===== src/source/lc_pkg.sv =====
/* Lifecycle controller encodings */

`default_nettype none

package lc_pkg;

  // ----------------------------------------
  // Lifecycle state code
  // ----------------------------------------

  // Compact code, 21 to 31 are invalid
  typedef logic [4:0] lc_state_t;

  localparam lc_state_t LcStRaw           = 5'd0;
  localparam lc_state_t LcStTestUnlocked0 = 5'd1;
  localparam lc_state_t LcStTestUnlocked1 = 5'd2;
  localparam lc_state_t LcStTestUnlocked2 = 5'd3;
  localparam lc_state_t LcStTestUnlocked3 = 5'd4;
  localparam lc_state_t LcStTestUnlocked4 = 5'd5;
  localparam lc_state_t LcStTestUnlocked5 = 5'd6;
  localparam lc_state_t LcStTestUnlocked6 = 5'd7;
  localparam lc_state_t LcStTestUnlocked7 = 5'd8;
  localparam lc_state_t LcStTestLocked0   = 5'd9;
  localparam lc_state_t LcStTestLocked1   = 5'd10;
  localparam lc_state_t LcStTestLocked2   = 5'd11;
  localparam lc_state_t LcStTestLocked3   = 5'd12;
  localparam lc_state_t LcStTestLocked4   = 5'd13;
  localparam lc_state_t LcStTestLocked5   = 5'd14;
  localparam lc_state_t LcStTestLocked6   = 5'd15;
  localparam lc_state_t LcStDev           = 5'd16;
  localparam lc_state_t LcStProd          = 5'd17;
  localparam lc_state_t LcStProdEnd       = 5'd18;
  localparam lc_state_t LcStRma           = 5'd19;
  localparam lc_state_t LcStScrap         = 5'd20;

  // ----------------------------------------
  // Multibit enable
  // ----------------------------------------

  // Four bit enable from the lifecycle controller
  typedef logic [3:0] lc_tx_t;

  // Only true value, any other pattern reads as off
  localparam lc_tx_t LcTxOn = 4'b0101;

endpackage

`default_nettype wire


===== src/source/sec_pkg.sv =====
/* Security state types */

`default_nettype none

package sec_pkg;

  // ----------------------------------------
  // Device lifecycle seen by the core
  // ----------------------------------------

  typedef logic [1:0] lifecycle_t;

  localparam lifecycle_t DevUnprovisioned = 2'd0;
  localparam lifecycle_t DevManufacturing = 2'd1;
  localparam lifecycle_t DevProduction    = 2'd2;

  // ----------------------------------------
  // Translator FSM states
  // ----------------------------------------

  typedef enum logic [2:0] {
    TransReset,
    TransIdle,
    // Sticky locked class, left only by a valid drop
    TransNonDebug,
    TransUnprovDebug,
    TransManufNonDebug,
    TransManufDebug,
    TransProdNonDebug,
    TransProdDebug
  } trans_state_e;

  // ----------------------------------------
  // Unlock level and SoC masks
  // ----------------------------------------

  localparam int unsigned MaskW = 64;

  // One bit per unlock level
  typedef logic [MaskW-1:0] mask_t;

endpackage

`default_nettype wire


===== src/source/debug_enable_gen.sv =====
/* SoC debug enable generator */

`timescale 1ns/1ps
`default_nettype none

module debug_enable_gen (
  input  logic              clk_i,
  input  logic              rst_ni,
  // Fuse controller
  input  logic              otp_valid_i,
  // Lifecycle controller
  input  logic              lc_prog_req_i,
  input  lc_pkg::lc_state_t lc_prog_state_i,
  input  lc_pkg::lc_tx_t    lc_dft_en_i,
  input  lc_pkg::lc_tx_t    lc_hw_debug_en_i,
  // Unlock level and SoC masks
  input  sec_pkg::mask_t    unlock_level_i,
  input  sec_pkg::mask_t    dft_mask_i,
  input  sec_pkg::mask_t    dbg_unlock_mask_i,
  input  sec_pkg::mask_t    cltap_mask_i,
  // To the FSM
  output logic              scrap_req_o,
  output logic              prod_unlock_o,
  // SoC enables
  output logic              soc_dft_en_o,
  output logic              soc_hw_debug_en_o
);

  import lc_pkg::*;

  logic dft_unlock;
  logic cltap_unlock;
  logic dft_en_d;
  logic hw_debug_en_d;

  // ----------------------------------------
  // Masked decodes
  // ----------------------------------------

  // Any unlock level hit in a mask counts
  assign dft_unlock    = |(unlock_level_i & dft_mask_i);
  assign cltap_unlock  = |(unlock_level_i & cltap_mask_i);
  assign prod_unlock_o = |(unlock_level_i & dbg_unlock_mask_i);

  // Scrap only when the program request targets scrap
  assign scrap_req_o = lc_prog_req_i & (lc_prog_state_i == LcStScrap);

  // LC enable or mask hit, scrap overrides both
  assign dft_en_d      = ((lc_dft_en_i == LcTxOn) | dft_unlock) & ~scrap_req_o;
  assign hw_debug_en_d = ((lc_hw_debug_en_i == LcTxOn) | cltap_unlock) & ~scrap_req_o;

  // ----------------------------------------
  // Registered enables
  // ----------------------------------------

  always_ff @(posedge clk_i or negedge rst_ni) begin
    if (!rst_ni) begin
      soc_dft_en_o      <= 1'b0;
      soc_hw_debug_en_o <= 1'b0;
    end else if (otp_valid_i) begin
      soc_dft_en_o      <= dft_en_d;
      soc_hw_debug_en_o <= hw_debug_en_d;
    end else begin
      // Cleared while fuse data is not valid
      soc_dft_en_o      <= 1'b0;
      soc_hw_debug_en_o <= 1'b0;
    end
  end

endmodule

`default_nettype wire


===== src/source/lc_trans_fsm.sv =====
/* Lifecycle to security state FSM */

`timescale 1ns/1ps
`default_nettype none

module lc_trans_fsm (
  input  logic                clk_i,
  input  logic                rst_ni,
  // Fuse controller
  input  logic                otp_valid_i,
  input  lc_pkg::lc_state_t   otp_state_i,
  // Core side
  input  logic                state_error_i,
  input  logic                dbg_manuf_en_i,
  // Decodes from the enable generator
  input  logic                scrap_req_i,
  input  logic                prod_unlock_i,
  // Security state
  output sec_pkg::lifecycle_t lifecycle_o,
  output logic                debug_locked_o
);

  import lc_pkg::*;
  import sec_pkg::*;

  trans_state_e state_q;
  trans_state_e state_d;
  lc_state_t    otp_state_q;
  lifecycle_t   lifecycle_d;
  logic         debug_locked_d;
  logic         kill_req;

  // Either source forces the locked class
  assign kill_req = scrap_req_i | state_error_i;

  // ----------------------------------------
  // Fuse state classification
  // ----------------------------------------

  // Entry class for a latched fuse state
  function automatic trans_state_e classify(lc_state_t st);
    trans_state_e cls;
    case (st)
      LcStRaw,
      LcStTestLocked0,
      LcStTestLocked1,
      LcStTestLocked2,
      LcStTestLocked3,
      LcStTestLocked4,
      LcStTestLocked5,
      LcStTestLocked6,
      LcStScrap: begin
        cls = TransNonDebug;
      end
      LcStTestUnlocked0,
      LcStTestUnlocked1,
      LcStTestUnlocked2,
      LcStTestUnlocked3,
      LcStTestUnlocked4,
      LcStTestUnlocked5,
      LcStTestUnlocked6,
      LcStTestUnlocked7: begin
        cls = TransUnprovDebug;
      end
      LcStDev: begin
        cls = TransManufNonDebug;
      end
      LcStProd,
      LcStProdEnd: begin
        cls = TransProdNonDebug;
      end
      LcStRma: begin
        cls = TransProdDebug;
      end
      // Invalid code, wait in idle
      default: begin
        cls = TransIdle;
      end
    endcase
    return cls;
  endfunction

  // ----------------------------------------
  // Next state and class outputs
  // ----------------------------------------

  always_comb begin
    state_d        = state_q;
    // Production locked unless a class says otherwise
    lifecycle_d    = DevProduction;
    debug_locked_d = 1'b1;
    case (state_q)
      TransReset: begin
        state_d = TransIdle;
      end
      TransIdle: begin
        if (kill_req) begin
          state_d = TransNonDebug;
        end else begin
          state_d = classify(otp_state_q);
        end
      end
      TransNonDebug: begin
        // Sticky
        state_d = TransNonDebug;
      end
      TransUnprovDebug: begin
        if (kill_req) begin
          state_d = TransNonDebug;
        end else begin
          lifecycle_d    = DevUnprovisioned;
          debug_locked_d = 1'b0;
        end
      end
      TransManufNonDebug: begin
        if (kill_req) begin
          state_d = TransNonDebug;
        end else begin
          lifecycle_d = DevManufacturing;
          // Unlock shows one edge after the move
          if (dbg_manuf_en_i) begin
            state_d = TransManufDebug;
          end
        end
      end
      TransManufDebug: begin
        if (kill_req) begin
          state_d = TransNonDebug;
        end else begin
          lifecycle_d    = DevManufacturing;
          debug_locked_d = 1'b0;
        end
      end
      TransProdNonDebug: begin
        if (kill_req) begin
          state_d = TransNonDebug;
        end else if (prod_unlock_i) begin
          state_d = TransProdDebug;
        end
      end
      TransProdDebug: begin
        if (kill_req) begin
          state_d = TransNonDebug;
        end else begin
          debug_locked_d = 1'b0;
        end
      end
      default: begin
        state_d = TransReset;
      end
    endcase
  end

  // ----------------------------------------
  // Registers, gated by the valid level
  // ----------------------------------------

  always_ff @(posedge clk_i or negedge rst_ni) begin
    if (!rst_ni) begin
      state_q        <= TransReset;
      otp_state_q    <= LcStRaw;
      lifecycle_o    <= DevProduction;
      debug_locked_o <= 1'b1;
    end else if (otp_valid_i) begin
      state_q        <= state_d;
      // Fuse state is static, sample it once on leaving reset
      if (state_q == TransReset) begin
        otp_state_q <= otp_state_i;
      end
      lifecycle_o    <= lifecycle_d;
      debug_locked_o <= debug_locked_d;
    end else begin
      // Valid low restarts the sequence
      state_q        <= TransReset;
      otp_state_q    <= LcStRaw;
      lifecycle_o    <= DevProduction;
      debug_locked_o <= 1'b1;
    end
  end

endmodule

`default_nettype wire


===== src/source/lcc_st_trans_top.sv =====
/* Lifecycle state translator top */

`timescale 1ns/1ps
`default_nettype none

module lcc_st_trans_top (
  input  logic                clk_i,
  input  logic                rst_ni,
  // Fuse controller
  input  logic                otp_valid_i,
  input  lc_pkg::lc_state_t   otp_state_i,
  // Lifecycle controller
  input  logic                lc_prog_req_i,
  input  lc_pkg::lc_state_t   lc_prog_state_i,
  input  lc_pkg::lc_tx_t      lc_dft_en_i,
  input  lc_pkg::lc_tx_t      lc_hw_debug_en_i,
  // Core and SoC
  input  logic                state_error_i,
  input  logic                dbg_manuf_en_i,
  input  sec_pkg::mask_t      unlock_level_i,
  input  sec_pkg::mask_t      dft_mask_i,
  input  sec_pkg::mask_t      dbg_unlock_mask_i,
  input  sec_pkg::mask_t      cltap_mask_i,
  // SoC enables
  output logic                soc_dft_en_o,
  output logic                soc_hw_debug_en_o,
  // Core security state
  output sec_pkg::lifecycle_t lifecycle_o,
  output logic                debug_locked_o
);

  // Combinational decodes into the FSM
  logic scrap_req;
  logic prod_unlock;

  // ----------------------------------------
  // Translator FSM
  // ----------------------------------------

  lc_trans_fsm lc_trans_fsm_i (
    .clk_i          (clk_i),
    .rst_ni         (rst_ni),
    .otp_valid_i    (otp_valid_i),
    .otp_state_i    (otp_state_i),
    .state_error_i  (state_error_i),
    .dbg_manuf_en_i (dbg_manuf_en_i),
    .scrap_req_i    (scrap_req),
    .prod_unlock_i  (prod_unlock),
    .lifecycle_o    (lifecycle_o),
    .debug_locked_o (debug_locked_o)
  );

  // ----------------------------------------
  // Mask decode and SoC enables
  // ----------------------------------------

  debug_enable_gen debug_enable_gen_i (
    .clk_i             (clk_i),
    .rst_ni            (rst_ni),
    .otp_valid_i       (otp_valid_i),
    .lc_prog_req_i     (lc_prog_req_i),
    .lc_prog_state_i   (lc_prog_state_i),
    .lc_dft_en_i       (lc_dft_en_i),
    .lc_hw_debug_en_i  (lc_hw_debug_en_i),
    .unlock_level_i    (unlock_level_i),
    .dft_mask_i        (dft_mask_i),
    .dbg_unlock_mask_i (dbg_unlock_mask_i),
    .cltap_mask_i      (cltap_mask_i),
    .scrap_req_o       (scrap_req),
    .prod_unlock_o     (prod_unlock),
    .soc_dft_en_o      (soc_dft_en_o),
    .soc_hw_debug_en_o (soc_hw_debug_en_o)
  );

endmodule

`default_nettype wire


===== config.mk =====
export PLATFORM = sky130hd
export DESIGN_NAME = lcc_st_trans_top
export DESIGN_NICKNAME = d
export VERILOG_FILES = /design/src/source/lc_pkg.sv /design/src/source/sec_pkg.sv /design/src/source/debug_enable_gen.sv /design/src/source/lc_trans_fsm.sv /design/src/source/lcc_st_trans_top.sv
export SDC_FILE = /design/constraint.sdc
export NUM_CORES = 1
export LEC_CHECK = 0
export BUFFER_PORTS_ARGS = -buffer_cell sky130_fd_sc_hd__buf_4
export CORE_AREA = 4 4 109 111
export DETAILED_ROUTE_END_ITERATION = 6
export DIE_AREA = 0 0 113 115
export GPL_ROUTABILITY_DRIVEN = 0
export HOLD_SLACK_MARGIN = 0.08
export PLACE_DENSITY = 0.59
export SYNTH_ARGS = -nofsm -noshare
export SYNTH_HDL_FRONTEND = slang
export SYNTH_SLANG_ARGS = --single-unit

===== constraint.sdc =====
create_clock -name clk_i -period 2.1 [get_ports clk_i]
set_input_delay 0.105 -clock clk_i [delete_from_list [all_inputs] [get_ports clk_i]]
set_output_delay 0.105 -clock clk_i [all_outputs]
set_load 0.005 [all_outputs]

======== Word level (Yosys, flattened, before mapping) ========
Memories as Yosys holds them, arrays and structs flattened.
Index checks and enable logic that the tools add are counted.
W data, S select, Z words.
operators by class
  equal/unequal tests ..................... 14
  muxes and demuxes ....................... 19
  bitwise logic cells ..................... 10
  reduce and logical (&&, ||, !) cells .... 7
operators by type and width
  kind                  number
  $and A64 B64 Y64      3
  $reduce_or A64 Y1     3
  $mux W3               7
  $pmux W3 S6           1
  $eq A3 B3 Y1 const B  4
  $mux W5               2
  $eq A4 B3 Y1 const B  2
  $eq A3 B2 Y1 const B  2
  $mux W2               3
  $eq A5 B5 Y1 const B  1
  $mux W1               5
  $ne A4 B2 Y1 const B  1
  $ne A4 B3 Y1 const B  1
  $pmux W2 S2           1
  $and A1 B1 Y1         3
  $eq A3 B1 Y1 const B  1
  $logic_not A3 Y1      1
  $ne A3 B2 Y1 const B  1
  $or A1 B1 Y1          3
  $reduce_and A3 Y1     1
  $reduce_or A3 Y1      1
  $ne A2 B1 Y1 const B  1
  $reduce_or A2 Y1      1
  $not A1 Y1            1
storage, ports and cells
  flip-flop bits (word level) ............. 13
  bits in read-only memories .............. 96
  logic and storage cells ................. 57
  memories ................................ 1
memory list
  name             words  width  read ports  clocked after Yosys merged registers in  write ports  RTL line            RTL
  (no name shown)  32     3      1           0                                        0            lc_trans_fsm.sv:43  case (st)

======== Longest topological paths before layout ========
Gate-level depths: netlist of the first run.
  depth in word-level cells ............... 6
  mapped depth ............................ 6

======== Modules after synthesis ========
From an unflattened synthesis of the first run, not the netlist that was laid out.
unflattened totals
  cells, all modules ...................... 188
  area, all modules ....................... 1,686.6 µm²
by module, submodules not included
  module            instances  cells each  area each (µm²)  seq. area each (µm²)
  debug_enable_gen  1          128         1,084.8          50.0
  lc_trans_fsm      1          60          601.8            277.8

======== Worst setup path before layout of the first run ========
Ideal clock, no wire load.
  kind .................................... reg2reg
  from .................................... register lc_trans_fsm_i.otp_state_q[2]
  to ...................................... register lc_trans_fsm_i.state_q[0]
  setup time .............................. 0.068 ns
  arrival time ............................ 1.437 ns
  setup slack ............................. 0.595 ns
  stages on the path, launching flop included .. 7
  period minus slack after synthesis ...... 1.505 ns
  path through ............................ dfrtp_1 > nor3_2 > xnor2_1 > nor2_1 > a2111oi_1 > a311oi_1 > and4b_1
between the ends
  cells in the longest elaborated chain, start to end .. 4
ends and longest elaborated chain
  element                 RTL line             RTL
  start, declared         lc_trans_fsm.sv:28   lc_state_t otp_state_q;
  start signal, assigned  lc_trans_fsm.sv:161  otp_state_q <= LcStRaw;
  start signal, assigned  lc_trans_fsm.sv:168  otp_state_q <= otp_state_i;
  start signal, assigned  lc_trans_fsm.sv:175  otp_state_q <= LcStRaw;
  $mem_v2 Z32 W3          n/a
  $mux W3                 lc_trans_fsm.sv:97   if (kill_req) begin
  $pmux W3 S6             lc_trans_fsm.sv:92   case (state_q)
  $mux W3                 lc_trans_fsm.sv:164  end else if (otp_valid_i) begin
  end signal, assigned    lc_trans_fsm.sv:160  state_q <= TransReset;
  end signal, assigned    lc_trans_fsm.sv:165  state_q <= state_d;
  end signal, assigned    lc_trans_fsm.sv:174  state_q <= TransReset;
  end, declared           lc_trans_fsm.sv:26   trans_state_e state_q;
Every way passes these cells.
A chain may end at the register's enable or synchronous reset.

======== Worst setup path in the final report of the first run ========
Same ends and word-level chain as after synthesis.

==> results of run 1 <==
[layout by cell type, fill, tap and decap left out, drive strengths merged]
master / count
nor4b: 1
nor3: 7
a221oi: 23
a31oi: 2
nand4bb: 1
o31a: 1
a21oi: 3
xnor2: 1
dfrtp: 11
buf: 284
nor4: 3
clkbuf: 4
o21a: 3
dlygate4sd3: 2
a21boi: 5
nand4: 15
a21o: 1
o21ai: 8
nand2b: 2
nand2: 15
nor4bb: 1
a22o: 23
and4b: 1
or2: 1
a311oi: 1
dfstp: 2
nor2: 5
nor2b: 1
nand3: 7
a2111oi: 1
a22oi: 49
nand4b: 1
[synthesized netlist by cell type]
master / n / area share, %
a2111oi_1: 1 / 0.60
a21boi_0: 5 / 2.3
a21o_1: 1 / 0.45
a21oi_1: 3 / 0.90
a221oi_1: 21 / 11
a221oi_2: 2 / 1.8
a22o_1: 23 / 12
a22oi_1: 49 / 22
a311oi_1: 1 / 0.53
a31oi_1: 1 / 0.38
a31oi_4: 1 / 1.3
and4b_1: 1 / 0.60
buf_2: 2 / 0.60
clkbuf_1: 1 / 0.23
dfrtp_1: 11 / 17
dfstp_2: 2 / 3.2
nand2_1: 15 / 3.4
nand2b_1: 2 / 0.75
nand3_1: 7 / 2.1
nand4_1: 15 / 5.6
nand4b_1: 1 / 0.53
nand4bb_1: 1 / 0.68
nor2_1: 5 / 1.1
nor2b_1: 1 / 0.38
nor3_1: 6 / 1.8
nor3_2: 1 / 0.60
nor4_1: 3 / 1.1
nor4b_4: 1 / 1.4
nor4bb_1: 1 / 0.60
o21a_1: 3 / 1.4
o21ai_0: 8 / 2.4
o31a_1: 1 / 0.53
or2_0: 1 / 0.38
xnor2_1: 1 / 0.53
[worst max path at each step]
stage	cells after the start	endpoint	slack (ns)	startpoint
global route	6	lc_trans_fsm_i.state_q[0]	0.30	lc_trans_fsm_i.otp_state_q[2]
floorplan	6	lc_trans_fsm_i.state_q[0]	0.60	lc_trans_fsm_i.otp_state_q[2]
CTS	6	lc_trans_fsm_i.state_q[0]	0.41	lc_trans_fsm_i.otp_state_q[2]
detailed placement	6	debug_enable_gen_i.soc_hw_debug_en_o	0.23	unlock_level_i[37]
finish	6	lc_trans_fsm_i.state_q[0]	0.37	lc_trans_fsm_i.otp_state_q[2]
global placement	6	debug_enable_gen_i.soc_hw_debug_en_o	0.25	unlock_level_i[37]
[metal layers]
metal | part of all wire, % | wire, um | vias up
li1 | - | - | 1472
met1 | 42 | 6780 | 1567
met2 | 46 | 7540 | 247
met3 | 10 | 1690 | 24
met4 | 1.8 | 298 | 2
met5 | 0.080 | 13 | -
[registers in the layout (all words and copies together) (netlist names)]
| signal | count |
|---|---|
| lc_trans_fsm_i.state_q | 3 |
| lc_trans_fsm_i.lifecycle_o | 2 |
| lc_trans_fsm_i.debug_locked_o | 1 |
| debug_enable_gen_i.soc_dft_en_o | 1 |
| lc_trans_fsm_i.otp_state_q | 5 |
| debug_enable_gen_i.soc_hw_debug_en_o | 1 |
[cells by family (layout without fill, tap and decap cells)]
| logic type | after synthesis | after routing | synth area share [%] |
|---|---|---|---|
| xor+xnor | 1 | 1 | 0.527 |
| flops | 13 | 13 | 19.7 |
| compound gates | 120 | 120 | 57.8 |
| simple gates | 61 | 61 | 21.1 |
| buf+inv | 3 | 290 | 0.827 |
[where the power goes]
group / internal, W / switching [W]
combinational: 0.000470 / 0.000302
sequential: 0.000273 / 0.0000327
clock: 0.000134 / 0.0000953
[final cells by class]
type,instances,area (sq um)
Clock buffer,4,45.0
Fill cell,1130,6770
Multi-Input combinational cell,182,1320
Sequential cell,13,328
Tap cell,140,175
Timing Repair Buffer,286,2150
[per-stage QoR]
step | setup slack [ns] | utilization, % | std cells
detailed placement | 0.235 | 36.7 | 619
finish | 0.367 | 37.3 | 625
global route | 0.301 | 37.3 | 625
global placement | 0.251 | 36.7 | 619
floorplan | 0.595 | - | 198
CTS | 0.407 | 37.3 | 625
[critical path: stages, from the launching register on]
cell       delay [ns]
dfrtp_1          0.43
nor3_2           0.28
xnor2_1          0.15
nor2_1           0.06
a2111oi_1        0.38
a311oi_1         0.10
and4b_1          0.26
[what timing repair did]
item,in CTS,in global routing
buffers inserted,0,0
setup endpoints to repair,0,0
hold endpoints to repair,14,0
hold buffers,2,0
resized for setup,0,0
==> out/metrics.yaml, run 1 <==
finish:
  nNetsFinal: 766
  area_delta_synth_final_pct: 142
  final_cell_area_sq_um: 4020
  diodes: 0
  drive_gt1_share_pct: 60.6
global_routing:
  grt.busiest_layer: "met2"
  grt_use_met1_pct: 31.6
  grt_pass1_wl_um: 22800
  globalRouteMet3Util_pct: 6.11
  track_usage_pct: 23.9
  gr-total-overflow: 0
  gr-usage-met2_pct: 39.3
  grt_start_max_net_pins: 15
  first_global_vias: 3554
  antenna_found_initial: 1
synth:
  ys_seq_area_share_pct: 19.7
  yosys.cell_types.count: 34
  syn_inst: 198
  syn_avg_cell_area_sq_um: 8.40
  yosys_warnings: 0
  ys_ff_latch: 13
  syn_nets: 478
  synth_area_sq_um: 1660
status:
  status: "completed"
drt:
  drc: 0
  wl_per_cell_um: 26.1
  viasPerCell: 5.30
  firstDrtPassIters: 6
  ant_nets: 0
  dr.first_iter.drc_count: 261
  wl_um: 16300
  vias: 3312
clock_tree:
  root_buffer: "clkbuf_8"
  cts_buffers: 3
  clock_latency_ns: 0.25
  cts_max_path_buffers: 2
  cts_tree: "built"
  cts_sinks: 13
  clkTransAtPathRegs_ns: 0.06
  cts_htree_levels: 1
place:
  io_buffer_count: 284
  dp_hpwl_um: 14900
  dpl-instance-area_sq_um: 3960
power:
  p_total_w: 0.00131
  vdd_ir_drop_max_mv: 0.169
  p_per_area_nw_per_um2: 325
  p_leak_nw: 1.95
die:
  io_pins: 285
  start_util_pct: 15.4
  die_y_um: 115
  dieArea_sq_um: 13000
  die_w_um: 113
  core_area_sq_um: 10800
  row_count: 38
hold_path:
  whs_path_depth: 3
  hold_path.class: "in2reg"
  min_to: "lc_trans_fsm_i.otp_state_q[3]"
  min-delay-start: "otp_state_i[3]"
sta:
  relSlewSlack_pct: 51.3
  timing.final.crit_share_pct: 82.5
  hold-worst-slack_ns: 0.111
  fmax_mhz: 577
  rsz0062_at_grt: "false"
  period_minus_slack_ns: 1.73
  drv_slew: 0
  worst_slew_pin_slew_ns: 0.721
  hold_viol_final: 0
  clock_skew_ns: 0.000795
  setup_viol: 0
  setup-tns-final_ns: 0
setup_path:
  reg2reg_depth: 6
  reg2reg_to: "lc_trans_fsm_i.state_q[0]"
  start_kind: "register"
  regToRegStartpoint: "lc_trans_fsm_i.otp_state_q[2]"
  r2r_slack_ns: 0.37
  path_class: "reg2reg"
  critPathMaxFanout: 6
  cp.arrival_ns: 1.92
  critPathCaptureType: "register"
  cp.required_ns: 2.29
run:
  maxCapViolCount: 0
(Power assumes the default switching activity.)
==> inputs of run 2 (changes only) <==
==> constraint.sdc (replaced) <==
create_clock -name clk_i -period 1.7 [get_ports clk_i]
set_input_delay 0.085 -clock clk_i [delete_from_list [all_inputs] [get_ports clk_i]]
set_output_delay 0.085 -clock clk_i [all_outputs]
set_load 0.005 [all_outputs]
==> run 2 against run 1 <==
  * Clock power increased by 16%
  * Worst hold slack got worse by 0.0062 ns
  * Register-to-register slack got worse by 0.22 ns
  * Power increased by 25%
  * Worst setup slack got worse by 0.29 ns
  * Clock skew about the same
  * Global-route usage decreased by 0.70 points
  * Final area increased by 1.5%
  * Utilization increased by 0.56 points
  * Non-clock buffer count increased by 7
  * Critical path type is now in2reg
  * Largest cell class unchanged
  * Largest power group unchanged
==> out/metrics.yaml, run 2 (synthesis gave the netlist of run 1 again) <==
setup_path:
  slowest_stage: "a221oi_1"
  cp.arrival_ns: 1.73  # -0.19 ns
  critPathMaxFanout: 3  # -3
  start_kind: "input port"
  critPathBufInv: 1  # +1
  path_class: "in2reg"
  path_delay_family: "compound AO/OA/AOI/OAI gates"
  path_cells: "buf_4, a22o_1, a221oi_1, nand4_1, nor4_1, a21oi_1"
  cp.required_ns: 1.81  # -0.48 ns
  critPathCaptureType: "register"
  critical-path-max-stage-delay_ns: 0.59  # +0.16 ns
  r2r_slack_ns: 0.15  # -0.22 ns
sta:
  rsz0062_at_grt: "false"
  drv_slew: 0  # unchanged
  setup_viol: 0  # unchanged
  timing.final.crit_share_pct: 95.5
  relSlewSlack_pct: 52.0  # +0.66 points
  hold_viol_final: 0  # unchanged
  fmax_mhz: 616
  setup-tns-final_ns: 0  # unchanged
  worst_slew_pin_slew_ns: 0.721  # -0.0000967 ns
  period_minus_slack_ns: 1.62
  clock_skew_ns: 0.00114  # +0.000341 ns
  hold-worst-slack_ns: 0.105  # -0.00621 ns
  fin_ws_ns: 0.0765  # -0.290 ns
finish:
  final_common_cell: "buf_4"
  nNetsFinal: 773  # +0.91%
  final_cell_area_sq_um: 4080  # +1.5%
  largest_register_ffs: 5  # unchanged
  drive_gt1_share_pct: 61.6  # +0.97 points
  regMostFlops: "lc_trans_fsm_i.otp_state_q"
  area_delta_synth_final_pct: 145
  fillers: 1093  # -3.3%
  utilization_pct: 37.8  # +0.56 points
  multiInputGateArea_sq_um: 1330  # +0.57%
  diodes: 0  # unchanged
  final_cell_mix: "buf_4, a22oi_1, a22o_1, a221oi_1"
  reg_top3: "lc_trans_fsm_i.otp_state_q (5), lc_trans_fsm_i.state_q (3), lc_trans_fsm_i.lifecycle_o (2)"
  regArea_sq_um: 328  # unchanged
global_routing:
  gr-usage-met2_pct: 37.1  # -2.3 points
  antenna_found_initial: 1  # unchanged
  first_global_vias: 3480  # -2.1%
  track_usage_pct: 23.2  # -0.70 points
  gr-total-overflow: 0  # unchanged
  grt.busiest_layer: "met2"
  grt_use_met1_pct: 31.0  # -0.59 points
  grt_pass1_wl_um: 22000  # -3.4%
  globalRouteMet3Util_pct: 6.21  # +0.11 points
  grt_start_max_net_pins: 14  # -1
drt:
  vias: 3342  # +0.91%
  ant_nets: 0  # unchanged
  dr.first_iter.drc_count: 255  # -2.3%
  wl_per_cell_um: 25.6  # -1.8%
  firstDrtPassIters: 5  # -1
  viasPerCell: 5.29  # -0.21%
  wl_um: 16200  # -0.70%
  drc: 0  # unchanged
die:
  die_y_um: 115  # unchanged
  row_count: 38  # unchanged
  start_util_pct: 15.4  # unchanged
  core_area_sq_um: 10800  # unchanged
  dieArea_sq_um: 13000  # unchanged
  die_w_um: 113  # unchanged
  io_pins: 285  # unchanged
place:
  io_buffer_count: 284  # unchanged
  dp_hpwl_um: 14800  # -0.54%
  place_ws_ns: -0.140  # -0.375 ns
  dpl-instance-area_sq_um: 4010  # +1.3%
clock_tree:
  cts_buffers: 3  # unchanged
  root_buffer: "clkbuf_8"
  clkTransAtPathRegs_ns: 0.05  # about the same
  cts_tree: "built"
  cts_htree_levels: 1  # unchanged
  cts_max_path_buffers: 2  # unchanged
  clock_latency_ns: 0.24  # about the same
  cts_sinks: 13  # unchanged
power:
  vdd_ir_drop_max_mv: 0.198  # +17%
  p_leak_nw: 1.99  # +1.9%
  p_per_area_nw_per_um2: 400  # +23%
hold_path:
  hold_path.class: "in2reg"
run:
  maxCapViolCount: 0  # unchanged
status:
  status: "completed"
==> run 2: changes by cell type in the layout (fill, tap and decap cells not counted) <==
cell       delta
a2111oi_1     -1
nor2_2        +1
nor2_1        -1
a2111oi_2     +1
buf_4         +7
==> run 2: worst min-delay path, stage by stage <==
cell and delay (ns):
buf_4 0.11, nand2_1 0.04, a21boi_0 0.07
==> run 2: path summary, 6_finish.rpt <==
check,startpoint,endpoint,depth (start not counted)
min in group asynchronous,rst_ni,lc_trans_fsm_i.otp_state_q[0],2
min,otp_state_i[1],lc_trans_fsm_i.otp_state_q[1],3
min reg2reg,lc_trans_fsm_i.state_q[1],lc_trans_fsm_i.state_q[1],1
max reg2reg,lc_trans_fsm_i.otp_state_q[1],lc_trans_fsm_i.state_q[0],6
max in group asynchronous,rst_ni,lc_trans_fsm_i.debug_locked_o,2
max,unlock_level_i[37],debug_enable_gen_i.soc_hw_debug_en_o,6
==> run 2: power by group <==
group / internal (W) / switching [W]
Sequential: 0.000337 / 0.0000266
Combinational: 0.000602 / 0.000400
Clock: 0.000165 / 0.000101
==> run 2: repair_timing <==
item / in CTS / in global routing
setup endpoints to repair: 0 / 2
gates resized for setup: 0 / 2
buffers inserted: 0 / 0
hold endpoints to repair: 14 / 0
hold buffers: 2 / 0
==> run 2: area by class of cell <==
type | count | share of cell area [%]
Timing Repair Buffer | 293 | 54.0
Multi-Input combinational cell | 182 | 32.6
Tap cell | 140 | 4.29
Clock buffer | 4 | 1.10
Sequential cell | 13 | 8.03
==> run 2: per-stage QoR <==
| stage | cells | total power, W |
|---|---|---|
| final | 632 | 0.00163 |
| after global routing | 632 | 0.00172 |
| after CTS | 632 | 0.00162 |
| after detailed placement | 626 | 0.00135 |
| after global placement | 626 | 0.00134 |
| after floorplan | 198 | 0.000630 |
==> run 2: layer usage <==
metal | up-vias | share of wire (%)
met4 | 2 | 2.8
met1 | 1577 | 41
met5 | - | 0.043
met3 | 30 | 11
met2 | 249 | 45
li1 | 1484 | -
==> inputs of run 3 (changes only) <==
--- a/config.mk
+++ b/config.mk
@@ -11,6 +11,7 @@
 export DIE_AREA = 0 0 113 115
 export GPL_ROUTABILITY_DRIVEN = 0
 export HOLD_SLACK_MARGIN = 0.08
+export MAX_ROUTING_LAYER = met4
 export PLACE_DENSITY = 0.59
 export SYNTH_ARGS = -nofsm -noshare
 export SYNTH_HDL_FRONTEND = slang
==> run 3 against run 2 <==
  * Non-clock buffer count unchanged
  * Sequential power about the same
  * Sequential cell count unchanged
  * Power down 0.16%
  * Final area about the same
  * Die area unchanged
  * First-iteration DRC count down 6.7%
  * Maximum frequency down 0.20%
  * Sequential share of layout area about the same
  * Largest power group unchanged
  * Highest routed layer is now met4
==> out/metrics.yaml, run 3 (synthesis gave the netlist of run 1 again) <==
status:
  status: "completed"
clock_tree:
  cts_sinks: 13  # unchanged
  root_buffer: "clkbuf_8"
  clock_latency_ns: 0.24  # about the same
  cts_max_path_buffers: 2  # unchanged
  cts_htree_levels: 1  # unchanged
  clkTransAtPathRegs_ns: 0.05  # about the same
  cts_buffers: 3  # unchanged
  cts_tree: "built"
  cts_setup_buffers: 0  # unchanged
finish:
  stdcell_count: 633  # +0.16%
  reg_top3: "lc_trans_fsm_i.otp_state_q (5), lc_trans_fsm_i.state_q (3), lc_trans_fsm_i.lifecycle_o (2)"
  largest_register_ffs: 5  # unchanged
  final_cell_mix: "buf_4, a22oi_1, a22o_1, a221oi_1"
  nNetsFinal: 773  # unchanged
  regMostFlops: "lc_trans_fsm_i.otp_state_q"
  drive_gt1_share_pct: 61.6  # unchanged
  final_common_cell: "buf_4"
  area_delta_synth_final_pct: 146  # about the same
global_routing:
  first_global_vias: 3477  # -0.086%
  grt_start_max_net_pins: 14  # unchanged
  grt_pass1_wl_um: 22000  # -0.12%
  track_usage_pct: 23.9  # +0.71 points
  antenna_found_initial: 1  # unchanged
  gr-total-overflow: 0  # unchanged
setup_path:
  critPathMaxFanout: 3  # unchanged
  cp.required_ns: 1.81  # about the same
  start_kind: "input port"
  critPathCaptureType: "register"
  path_class: "in2reg"
  cp.arrival_ns: 1.74  # about the same
die:
  die_y_um: 115  # unchanged
  dieArea_sq_um: 13000  # unchanged
  die_w_um: 113  # unchanged
  row_count: 38  # unchanged
  start_util_pct: 15.4  # unchanged
  core_area_sq_um: 10800  # unchanged
  io_pins: 285  # unchanged
power:
  p_per_area_nw_per_um2: 399  # -0.22%
  vdd_ir_drop_max_mv: 0.198  # about the same
  p_seq_share_pct: 22.3  # about the same
  p_leak_nw: 1.99  # about the same
  swShare_pct: 32.2  # -0.10 points
  switchingPower_w: 0.000525  # -0.47%
  power.share.combinational_pct: 61.4  # about the same
  clock_power_share_pct: 16.3  # about the same
  power.internal_w: 0.00110  # about the same
  p_total_w: 0.00163  # -0.16%
drt:
  drc: 0  # unchanged
  wl_per_cell_um: 25.5  # -0.53%
  firstDrtPassIters: 5  # unchanged
  viasPerCell: 5.28  # -0.13%
  ant_nets: 0  # unchanged
  vias: 3343  # +0.030%
  wl_um: 16100  # -0.37%
  dr.first_iter.drc_count: 238  # -6.7%
hold_path:
  hold_path.class: "in2reg"
sta:
  setup_viol: 0  # unchanged
  hold-worst-slack_ns: 0.104  # -0.00143 ns
  period_minus_slack_ns: 1.63  # +0.00329 ns
  hold_viol_final: 0  # unchanged
  worst_slew_pin_slew_ns: 0.721  # +0.000206 ns
  relSlewSlack_pct: 51.9  # about the same
  drv_slew: 0  # unchanged
  setup-tns-final_ns: 0  # unchanged
  fmax_mhz: 615  # -0.20%
  timing.final.crit_share_pct: 95.7  # +0.19 points
  rsz0062_at_grt: "false"
  clock_skew_ns: 0.000642  # -0.000494 ns
run:
  maxCapViolCount: 0  # unchanged
place:
  dp_hpwl_um: 14800  # unchanged
  dp_cells: 626  # unchanged
  io_buffer_count: 284  # unchanged
-- run 3: cell count changes in the layout (fill, tap and decap cells not counted), sizes merged --
| cell | change |
|---|---|
| diode | +1 |
-- run 3: worst paths after layout --
check / end / cells after the start / start / slack, ns
max in group asynchronous: lc_trans_fsm_i.debug_locked_o / 2 / rst_ni / 1.23
hold / removal: lc_trans_fsm_i.debug_locked_o / 2 / otp_valid_i / 0.10
hold reg to reg: lc_trans_fsm_i.state_q[1] / 1 / lc_trans_fsm_i.state_q[1] / 0.60
setup / recovery: debug_enable_gen_i.soc_hw_debug_en_o / 6 / unlock_level_i[37] / 0.07
min in group asynchronous: lc_trans_fsm_i.otp_state_q[0] / 2 / rst_ni / 0.23
setup reg to reg: lc_trans_fsm_i.state_q[0] / 6 / lc_trans_fsm_i.otp_state_q[1] / 0.15
-- run 3: layout make-up --
cell class / instances / area (sq um)
antenna: 1 / 2.50
clock buffer: 4 / 45.0
fill: 1092 / 6710
multi-input combinational: 182 / 1330
sequential: 13 / 328
tap: 140 / 175
timing repair buffer: 293 / 2200
-- run 3: per-stage QoR --
step                      area (sq um)  setup WS (ns)  util [%]
after floorplan                   1660          0.195         -
after global placement            4010         -0.135      37.1
after detailed placement          4010         -0.140      37.1
after CTS                         4070          0.105      37.7
after global routing              4080         0.0128      37.8
final                             4080         0.0732      37.8
-- run 3: worst max-delay path, stage by stage --
cell,delay [ns]
buf_4,0.14
a22o_1,0.22
a221oi_1,0.59
nand4_1,0.26
nor4_1,0.34
a21oi_1,0.10
-- run 3: metal layers --
metal	vias to the layer above	wire, um	GRT usage, %
met5	-	0	-
met4	0	461	6.41
li1	1486	-	-
met1	1564	6700	31.5
met2	263	7230	37.0
met3	30	1750	5.53
-- run 3: power by group through the flow --
stage               clock network (W)  registers, W  logic (W)
floorplan                           0      0.000365   0.000265
CTS                          0.000273      0.000363   0.000985
global placement                    0      0.000367   0.000971
finish                       0.000265      0.000364    0.00100
detailed placement                  0      0.000368   0.000978
global route                 0.000289      0.000367    0.00106
-- run 3: timing repair --
action	4_1_cts	5_1_grt
setup endpoints to repair	0	2
gates resized for setup	0	2
hold buffers	2	0
hold endpoints to repair	14	0
